--- src/saturnPkg.sv ---
`default_nettype none

package saturnPkg;

	parameter int CpuAddrWidth   = 25;
	parameter int CpuDataWidth   = 32;
	parameter int BusDataWidth   = 16;
	parameter int CdAddrWidth    = 21; // Word address, bits 21..1
	parameter int CdRamAddrWidth = 18;

	// Master CPU cycle as seen by the glue
	typedef struct packed {
		logic [CpuAddrWidth-1:0] addr;
		logic [CpuDataWidth-1:0] wdata;
		logic [3:0]              dqmN;  // Byte enables
		logic                    rdN;
		logic                    cs3N;  // High RAM
	} cpuBus_t;

	// Selects from the external address decoder
	typedef struct packed {
		logic dramN;
		logic romN;
		logic sramN;
		logic smpcN;
	} chipSel_t;

	// CD sub-CPU bus
	typedef struct packed {
		logic [CdAddrWidth-1:0]  addr;
		logic [BusDataWidth-1:0] wdata;
		logic                    wrlN;
		logic                    wrhN;
		logic                    rdN;
		logic                    cs1N;  // CD RAM
	} cdBus_t;

	typedef struct packed {
		logic vdp1N;
		logic vdp2N;
		logic scspN;
	} bSel_t;

endpackage

`default_nettype wire

--- src/clockEnableGen.sv ---
`timescale 1ns/1ps
`default_nettype none

module clockEnableGen #(
	parameter int SmpcDivide = 7
) (
	input  wire  CLK,
	input  wire  RST_N,
	input  logic ce,
	input  logic pauseEn,
	output logic ceRise,
	output logic ceFall,
	output logic smpcCe,
	output logic masterResN
);

	localparam int CntWidth = (SmpcDivide > 1) ? $clog2(SmpcDivide) : 1;
	localparam logic [CntWidth-1:0] CntLast = CntWidth'(SmpcDivide - 1);

	logic                mclk;
	logic [CntWidth-1:0] divCnt;

	// Phase bit, frozen while paused
	always_ff @(posedge CLK or negedge RST_N) begin
		if (!RST_N) begin
			mclk <= 1'b0;
		end else if (ce && !pauseEn) begin
			mclk <= ~mclk;
		end
	end

	assign ceRise =  mclk & ~pauseEn;
	assign ceFall = ~mclk & ~pauseEn;

	// System manager enable, one CLK wide
	always_ff @(posedge CLK or negedge RST_N) begin
		if (!RST_N) begin
			divCnt     <= '0;
			smpcCe     <= 1'b0;
			masterResN <= 1'b0;
		end else begin
			smpcCe <= 1'b0;
			if (ceRise) begin
				if (divCnt == CntLast) begin
					divCnt <= '0;
					smpcCe <= 1'b1;
				end else begin
					divCnt <= divCnt + 1'b1;
				end
			end
			if (smpcCe) masterResN <= 1'b1; // Held high until next reset
		end
	end

	// Wrap restarts the count so pulses never merge
	assert property (@(posedge CLK) disable iff (!RST_N)
		(SmpcDivide > 1) && smpcCe |=> !smpcCe)
		else $error("smpcCe wider than one CLK");

endmodule

`default_nettype wire

--- src/busArbiter.sv ---
`timescale 1ns/1ps
`default_nettype none

module busArbiter (
	input  wire  CLK,
	input  wire  RST_N,
	input  logic ceRise,
	input  logic sshReqN,
	input  logic scuReqN,
	input  logic masterGrantN,
	output logic masterRelN,
	output logic sshAckN,
	output logic scuAckN
);

	logic sshActive;
	logic scuActive;

	// Ownership of the master bus, slave CPU first
	always_ff @(posedge CLK or negedge RST_N) begin
		if (!RST_N) begin
			sshActive <= 1'b0;
			scuActive <= 1'b0;
		end else if (ceRise) begin
			if (!sshReqN && !sshActive && !scuActive) begin
				sshActive <= 1'b1;
			end else if (sshReqN && sshActive) begin
				sshActive <= 1'b0;
			end

			if (!scuReqN && sshReqN && !scuActive && !sshActive) begin
				scuActive <= 1'b1;
			end else if (scuReqN && scuActive) begin
				scuActive <= 1'b0;
			end
		end
	end

	// Release asked while the owner keeps its request
	assign masterRelN = (sshReqN | ~sshActive) & (scuReqN | ~scuActive);

	assign sshAckN = masterGrantN | ~sshActive;
	assign scuAckN = masterGrantN | ~scuActive;

	// Only one owner of the master bus
	assert property (@(posedge CLK) disable iff (!RST_N) !(sshActive && scuActive))
		else $error("Both bus owners active");

endmodule

`default_nettype wire

--- src/systemReadMux.sv ---
`timescale 1ns/1ps
`default_nettype none

module systemReadMux (
	input  saturnPkg::cpuBus_t                      cpuBus,
	input  saturnPkg::chipSel_t                     chipSel,
	input  logic [saturnPkg::CpuDataWidth-1:0]      memRdata,
	input  logic [7:0]                              smpcData,
	input  logic [saturnPkg::CpuDataWidth-1:0]      scuRdata,
	input  logic                                    memWaitN,
	input  logic                                    ctrlWaitN,
	output logic [saturnPkg::CpuDataWidth-1:0]      cpuRdata,
	output logic                                    waitN,
	input  saturnPkg::bSel_t                        bSel,
	input  logic [saturnPkg::BusDataWidth-1:0]      vdp1Data,
	input  logic [saturnPkg::BusDataWidth-1:0]      vdp2Data,
	input  logic [saturnPkg::BusDataWidth-1:0]      scspData,
	output logic [saturnPkg::BusDataWidth-1:0]      bRdata,
	output logic [3:0]                              memCsN
);

	logic memSelected;

	// Any external memory on the CPU bus
	assign memSelected = !cpuBus.cs3N || !chipSel.dramN || !chipSel.romN || !chipSel.sramN;

	always_comb begin
		if (memSelected) begin
			cpuRdata = memRdata;
		end else if (!chipSel.smpcN) begin
			cpuRdata = {4{smpcData}}; // 8-bit device on every lane
		end else begin
			cpuRdata = scuRdata;
		end
	end

	// Memory wait only counts while memory is addressed
	assign waitN = ctrlWaitN & (memWaitN | ~memSelected);

	// B-bus return data
	always_comb begin
		if (!bSel.vdp1N) begin
			bRdata = vdp1Data;
		end else if (!bSel.vdp2N) begin
			bRdata = vdp2Data;
		end else if (!bSel.scspN) begin
			bRdata = scspData;
		end else begin
			bRdata = '0;
		end
	end

	// Board order, MSB first: rom, sram, low RAM, high RAM
	assign memCsN = {chipSel.romN, chipSel.sramN, chipSel.dramN, cpuBus.cs3N};

endmodule

`default_nettype wire

--- src/cdRamBridge.sv ---
`timescale 1ns/1ps
`default_nettype none

module cdRamBridge (
	input  saturnPkg::cdBus_t                       cdBus,
	input  logic [saturnPkg::BusDataWidth-1:0]      chipRdata,
	input  logic [saturnPkg::BusDataWidth-1:0]      chipWdata,
	input  logic [saturnPkg::BusDataWidth-1:0]      cdRamQ,
	input  logic                                    cdRamRdy,
	output logic [saturnPkg::BusDataWidth-1:0]      cdRdata,
	output logic                                    cdWaitN,
	output logic [saturnPkg::CdRamAddrWidth-1:0]    cdRamA,
	output logic [saturnPkg::BusDataWidth-1:0]      cdRamD,
	output logic [1:0]                              cdRamWe,
	output logic                                    cdRamRd,
	output logic                                    cdRamCs
);

	assign cdRamA  = cdBus.addr[saturnPkg::CdRamAddrWidth-1:0]; // 512 KB window
	assign cdRamD  = chipWdata;              // RAM is written from the interface chip
	assign cdRamWe = ~{cdBus.wrhN, cdBus.wrlN};
	assign cdRamCs = ~cdBus.cs1N;
	assign cdRamRd = ~cdBus.rdN;

	// RAM data while CS1 is low, else interface chip registers
	assign cdRdata = !cdBus.cs1N ? cdRamQ : chipRdata;

	assign cdWaitN = cdRamRdy;

endmodule

`default_nettype wire

--- src/debugMonitor.sv ---
`timescale 1ns/1ps
`default_nettype none

module debugMonitor #(
	parameter logic [saturnPkg::CpuAddrWidth-1:0]   HookAddr    = 25'h0012B0,
	parameter logic [saturnPkg::CdRamAddrWidth-1:0] CdWatchAddr = 18'h3AC0C
) (
	input  wire                 CLK,
	input  wire                 RST_N,
	input  logic                ceRise,
	input  saturnPkg::cpuBus_t  cpuBus,
	input  saturnPkg::cdBus_t   cdBus,
	output logic [7:0]          waitCnt,
	output logic                hook,
	output logic [7:0]          cdWriteCnt
);

	logic cpuIdle;
	logic cdWrite;
	logic cdWriteOld;
	logic cdWatchHit;

	assign cpuIdle    = cpuBus.rdN && (&cpuBus.dqmN);
	assign cdWrite    = !cdBus.wrlN || !cdBus.wrhN;
	assign cdWatchHit = !cdBus.cs1N &&
		(cdBus.addr[saturnPkg::CdRamAddrWidth-1:0] == CdWatchAddr);

	// Cycle length and boot hook
	always_ff @(posedge CLK or negedge RST_N) begin
		if (!RST_N) begin
			waitCnt <= '0;
			hook    <= 1'b0;
		end else if (ceRise) begin
			if (cpuIdle) begin
				waitCnt <= '0;
			end else begin
				waitCnt <= waitCnt + 8'd1; // Wraps on long stalls
			end
			if (cpuBus.addr == HookAddr && !cpuBus.rdN && !cpuBus.cs3N) hook <= 1'b1;
		end
	end

	// Write edges to the watched CD RAM word
	always_ff @(posedge CLK or negedge RST_N) begin
		if (!RST_N) begin
			cdWriteOld <= 1'b0;
			cdWriteCnt <= '0;
		end else if (ceRise) begin
			cdWriteOld <= cdWrite;
			if (cdWrite && !cdWriteOld && cdWatchHit) begin
				cdWriteCnt <= cdWriteCnt + 8'd1;
			end
		end
	end

	// Counted write leaves the edge flag set, so a held strobe counts once
	assert property (@(posedge CLK) disable iff (!RST_N)
		cdWriteCnt != $past(cdWriteCnt) |-> cdWriteOld)
		else $error("CD write counted without edge flag");

endmodule

`default_nettype wire

--- src/saturnInterconnect.sv ---
`timescale 1ns/1ps
`default_nettype none

module saturnInterconnect #(
	parameter int                                   SmpcDivide  = 7,
	parameter logic [saturnPkg::CpuAddrWidth-1:0]   HookAddr    = 25'h0012B0,
	parameter logic [saturnPkg::CdRamAddrWidth-1:0] CdWatchAddr = 18'h3AC0C
) (
	input  wire                                     CLK,
	input  wire                                     RST_N,
	input  logic                                    ce,
	input  logic                                    pauseEn,
	output logic                                    ceRise,
	output logic                                    ceFall,
	output logic                                    smpcCe,
	output logic                                    masterResN,

	input  logic                                    sshReqN,
	input  logic                                    scuReqN,
	input  logic                                    masterGrantN,
	output logic                                    masterRelN,
	output logic                                    sshAckN,
	output logic                                    scuAckN,

	input  saturnPkg::cpuBus_t                      cpuBus,
	input  saturnPkg::chipSel_t                     chipSel,
	input  logic [saturnPkg::CpuDataWidth-1:0]      memRdata,
	input  logic [7:0]                              smpcData,
	input  logic [saturnPkg::CpuDataWidth-1:0]      scuRdata,
	input  logic                                    memWaitN,
	input  logic                                    ctrlWaitN,
	output logic [saturnPkg::CpuDataWidth-1:0]      cpuRdata,
	output logic                                    waitN,
	output logic [3:0]                              memCsN,
	output logic [saturnPkg::CpuAddrWidth-1:0]      memA,
	output logic [saturnPkg::CpuDataWidth-1:0]      memDo,
	output logic [3:0]                              memDqmN,
	output logic                                    memRdN,

	input  saturnPkg::bSel_t                        bSel,
	input  logic [saturnPkg::BusDataWidth-1:0]      vdp1Data,
	input  logic [saturnPkg::BusDataWidth-1:0]      vdp2Data,
	input  logic [saturnPkg::BusDataWidth-1:0]      scspData,
	output logic [saturnPkg::BusDataWidth-1:0]      bRdata,

	input  saturnPkg::cdBus_t                       cdBus,
	input  logic [saturnPkg::BusDataWidth-1:0]      chipRdata,
	input  logic [saturnPkg::BusDataWidth-1:0]      chipWdata,
	input  logic [saturnPkg::BusDataWidth-1:0]      cdRamQ,
	input  logic                                    cdRamRdy,
	output logic [saturnPkg::BusDataWidth-1:0]      cdRdata,
	output logic                                    cdWaitN,
	output logic [saturnPkg::CdRamAddrWidth-1:0]    cdRamA,
	output logic [saturnPkg::BusDataWidth-1:0]      cdRamD,
	output logic [1:0]                              cdRamWe,
	output logic                                    cdRamRd,
	output logic                                    cdRamCs,

	output logic [7:0]                              waitCnt,
	output logic                                    hook,
	output logic [7:0]                              cdWriteCnt
);

	clockEnableGen #(
		.SmpcDivide(SmpcDivide)
	) clockEnableGen_inst (
		.CLK       (CLK),
		.RST_N     (RST_N),
		.ce        (ce),
		.pauseEn   (pauseEn),
		.ceRise    (ceRise),
		.ceFall    (ceFall),
		.smpcCe    (smpcCe),
		.masterResN(masterResN)
	);

	busArbiter busArbiter_inst (
		.CLK         (CLK),
		.RST_N       (RST_N),
		.ceRise      (ceRise),
		.sshReqN     (sshReqN),
		.scuReqN     (scuReqN),
		.masterGrantN(masterGrantN),
		.masterRelN  (masterRelN),
		.sshAckN     (sshAckN),
		.scuAckN     (scuAckN)
	);

	systemReadMux systemReadMux_inst (
		.cpuBus   (cpuBus),
		.chipSel  (chipSel),
		.memRdata (memRdata),
		.smpcData (smpcData),
		.scuRdata (scuRdata),
		.memWaitN (memWaitN),
		.ctrlWaitN(ctrlWaitN),
		.cpuRdata (cpuRdata),
		.waitN    (waitN),
		.bSel     (bSel),
		.vdp1Data (vdp1Data),
		.vdp2Data (vdp2Data),
		.scspData (scspData),
		.bRdata   (bRdata),
		.memCsN   (memCsN)
	);

	// Sub-CPU and bridge share the main enable
	cdRamBridge cdRamBridge_inst (
		.cdBus    (cdBus),
		.chipRdata(chipRdata),
		.chipWdata(chipWdata),
		.cdRamQ   (cdRamQ),
		.cdRamRdy (cdRamRdy),
		.cdRdata  (cdRdata),
		.cdWaitN  (cdWaitN),
		.cdRamA   (cdRamA),
		.cdRamD   (cdRamD),
		.cdRamWe  (cdRamWe),
		.cdRamRd  (cdRamRd),
		.cdRamCs  (cdRamCs)
	);

	debugMonitor #(
		.HookAddr   (HookAddr),
		.CdWatchAddr(CdWatchAddr)
	) debugMonitor_inst (
		.CLK       (CLK),
		.RST_N     (RST_N),
		.ceRise    (ceRise),
		.cpuBus    (cpuBus),
		.cdBus     (cdBus),
		.waitCnt   (waitCnt),
		.hook      (hook),
		.cdWriteCnt(cdWriteCnt)
	);

	// External memory port
	assign memA    = cpuBus.addr;
	assign memDo   = cpuBus.wdata;
	assign memDqmN = cpuBus.dqmN;
	assign memRdN  = cpuBus.rdN;

endmodule

`default_nettype wire

--- config.mk ---
export PLATFORM = sky130hd
export DESIGN_NAME = saturnInterconnect
export DESIGN_NICKNAME = d
export VERILOG_FILES = /design/src/saturnPkg.sv /design/src/clockEnableGen.sv /design/src/busArbiter.sv /design/src/systemReadMux.sv /design/src/cdRamBridge.sv /design/src/debugMonitor.sv /design/src/saturnInterconnect.sv
export SDC_FILE = /design/constraint.sdc
export NUM_CORES = 1
export LEC_CHECK = 0
export ABC_AREA = 1
export BUFFER_PORTS_ARGS = -buffer_cell sky130_fd_sc_hd__buf_2
export CAP_MARGIN = 20
export CORE_AREA = 2 2 189 191
export DETAILED_ROUTE_END_ITERATION = 8
export DIE_AREA = 0 0 191 193
export MAX_ROUTING_LAYER = met4
export PLACE_DENSITY_LB_ADDON = 0.1
export SLEW_MARGIN = 10
export SYNTH_ARGS = -nofsm -noshare
export SYNTH_HDL_FRONTEND = slang
export SYNTH_SLANG_ARGS = --single-unit
--- constraint.sdc ---
create_clock -name CLK -period 1.2 [get_ports CLK]
set_input_delay 0.12 -clock CLK [delete_from_list [all_inputs] [get_ports CLK]]
set_output_delay 0.12 -clock CLK [all_outputs]
set_load 0.1 [all_outputs]
==> qor.txt <==
DIE AREA = 36900 µm²
Start-to-end type of the worst setup path = in2out
Source of the critical timing path = chipSel[3]
Library cells used by synthesis = 30
# fillers = 3888
Iteration count of the initial detailed-routing pass = 4
Fraction of layout cells with a size suffix above 1 = 67.5%
Most used flip-flop cell after synthesis = dfrtp_1
Via count of the first global-routing pass = 4736
Endpoint of the worst-slack reg-to-reg timing path = debugMonitor_inst.cdWriteCnt[7]
Mean instance size in the synthesized netlist = 6.10 µm²
DIE HEIGHT = 193 µm
Total routing resource utilization after global routing = 10.1%
Area leader, netlist = buf_4
Fin crit share = 114%
Total via count in the routed design = 4743
Die X = 191 µm
CP endpoint kind = primary output
Worst reg2reg startpoint = clockEnableGen_inst.mclk
Top area cells in the synthesized netlist = buf_4, dfrtp_1, nand2_1
Critical path startpoint category = input port
H-tree lvl count = 1
First-pass GRT wire length = 27600 µm
Initial antenna violation count = 3
Starting DRC count in detailed routing = 79
Total length of routed wires = 19600 µm
Sum of negative setup slack = -3.16 ns
Setup slack, reg-to-reg = -0.05 ns
Final worst clock skew = 0.0106 ns
Sequential fraction of the synthesis area = 18.7%
Placeable core region = 35000 µm²
Final max-slew violation count = 0
Failing checks = setup timing
Max transition margin = 66.2%
Startpoint of the tightest hold check path = scuReqN
Post-Synthesis Cell Area = 3470 µm²
Input/output buffers = 365
Worst Hold End = busArbiter_inst.scuActive
I/O pin total = 483
Per-cell via count in the routed design = 3.51
Run status = finished with violations
Clock-pin slew reported for the worst setup and hold paths after clock tree synthesis = 0.08 ns
Critical path required time = 1.08 ns
Max Root-Sink Buffers = 2
Number of enable flip-flop cells after synthesis = 0
Number of max-cap violations = 0
Clock tree from TritonCTS = built
Async set-or-reset flop fraction in the synthesized netlist = 100%
Placer congestion estimate = 0.733
Clock insertion delay at the later pin of the skew report = 0.27 ns
Top cells by instance count after synthesis = nand2_1, buf_4, nor2_1
Largest net degree at the start of global routing = 33
Path depth of the worst reg2reg path = 7
Number of buffers created by CTS = 3
Tightest Hold Check Type = in2reg
Number of nets in the synthesized netlist = 860
Unrepaired setup endpoints after global routing = yes
Antenna Violating Nets Remaining = 0
Data arrival time of the critical path = 1.24 ns
Area share of the leading cell type in the synthesized netlist = 21.8%
Worst vdd rail ir drop = 0.465 mV
Share of the core filled with cells = 24.2%
Setup WS post-layout = -0.163 ns
Root cell of the clock tree = clkbuf_16
Remaining DRCs = 0
Power density of the placed cells = 1200 nW/µm²
Number of synthesized register bits = 26
Total number of nets in the final design = 1179
YS warnings = 0
Final setup viols = 44
Leakage power = 3.92 nW
Maximum fanout along the worst path = 5
Row count = 69
Initial core utilization = 9.93%
Detail-routed net length per standard cell = 14.5 µm
Achievable frequency = 734 MHz
Slew at the pin with the worst max-slew slack = 0.511 ns
Grt total ovfl = 0
Area growth from synthesis to final layout = 143%
Cells after Synth = 569
Cell depth of the worst hold path = 2
Minimum clock period after layout = 1.36 ns
CTS Sinks = 26
Post-DP HPWL = 17100 µm
Number of failing hold endpoints at the final stage = 0
Dominant cell by count in the synthesized netlist = nand2_1
[timing repair]
item                       CTS  global route
buffers inserted            14             4
hold buffers                 1             0
cloned                       3             0
hold endpoints to repair    10             0
resized for setup           66            30
pin swaps                   22            17
setup endpoints to repair   54            72
[where the power goes]
group / internal [mW] / total [mW] / switching, mW
clock: 0.666 / 1.03 / 0.360
combinational: 2.73 / 7.65 / 4.92
sequential: 1.17 / 1.48 / 0.309
[per-layer routing]
layer	track usage [%]	up-vias	part of all wire, %
met2	17.9	224	52
met1	11.4	2116	38
li1	-	2383	-
met3	2.73	20	8.7
met4	2.09	0	1.3
met5	-	-	0
[worst max path at each step]
stage	slack, ns	cells after the start	end
global placement	-0.23	7	debugMonitor_inst.cdWriteCnt[3]
finish	-0.16	8	cpuRdata[14]
detailed placement	-0.22	7	debugMonitor_inst.cdWriteCnt[3]
CTS	-0.16	8	cpuRdata[6]
global route	-0.21	8	cpuRdata[14]
floorplan	-0.25	7	debugMonitor_inst.waitCnt[6]
[metrics by stage]
step / hold slack, ns / total power, mW / cell area [µm²] / instances / setup WS, ns
finish: 0.0643 / 10.2 / 8450 / 1352 / -0.163
global placement: 0.0462 / 8.78 / 7800 / 1324 / -0.227
global route: 0.0718 / 10.7 / 8450 / 1351 / -0.207
detailed placement: 0.0490 / 8.76 / 7800 / 1324 / -0.217
CTS: 0.0372 / 10.1 / 8330 / 1346 / -0.164
floorplan: -0.176 / 6.84 / 4500 / 569 / -0.247
[layout make-up]
type / instances / area (µm²) / area share (%)
Timing Repair Buffer: 437 / 4020 / 47.6
Tap cell: 461 / 577 / 6.82
Multi-Input combinational cell: 358 / 2790 / 33.0
Sequential cell: 26 / 698 / 8.26
Clock inverter: 1 / 30.0 / 0.355
Antenna cell: 4 / 10.0 / 0.118
Timing Repair inverter: 1 / 7.51 / 0.0888
Clock buffer: 3 / 75.1 / 0.888
Inverter: 61 / 245 / 2.90
[layout by cell type (no fill, tap or decap), types with 3 or more instances in the layout]
master     synthesis  routed
a21oi_1            8       7
a31oi_4            0      32
buf_12             0     100
buf_2              9     269
buf_4            101      37
buf_6              1      22
buf_8              0       5
clkbuf_16          0       3
dfrtp_1           26       8
dfrtp_2            0       8
dfrtp_4            0      10
diode_2            0       4
inv_1             58      49
inv_2              3       9
nand2_1          143     115
nand2_2            0       8
nand2_4            0      20
nand3_1           28      24
nand3_2            0       3
nand4_1           10      10
nor2_1            68      40
nor2_2             2       7
nor2_4             1      24
nor3_1             9       7
nor3_4             0       4
o211ai_1          16      16
o21a_2             0       6
o21a_4             0      11
o21ai_1            2       4
[cells by family after synthesis]
kind of cell    share of synthesized area (%)
fa+ha+maj                               0.720
buf+inv                                  31.4
xor+xnor                                0.504
flops                                    18.7
compound gates                           15.8
simple gates                             32.8
[flip-flops by register name (all words and copies together), names as in the netlist]
signal                          cells
clockEnableGen_inst.masterResN      1
busArbiter_inst.scuActive           1
debugMonitor_inst.hook              1
clockEnableGen_inst.mclk            1
debugMonitor_inst.cdWriteOld        1
debugMonitor_inst.waitCnt           8
clockEnableGen_inst.divCnt          3
debugMonitor_inst.cdWriteCnt        8
busArbiter_inst.sshActive           1
clockEnableGen_inst.smpcCe          1
[critical path, stage by stage]
cell and delay, ns:
buf_6 0.09, nand4_1 0.10, buf_6 0.15, clkinvlp_4 0.11, buf_6 0.15, buf_16 0.14
a31oi_4 0.18, buf_12 0.19
(Power assumes the default switching activity.)
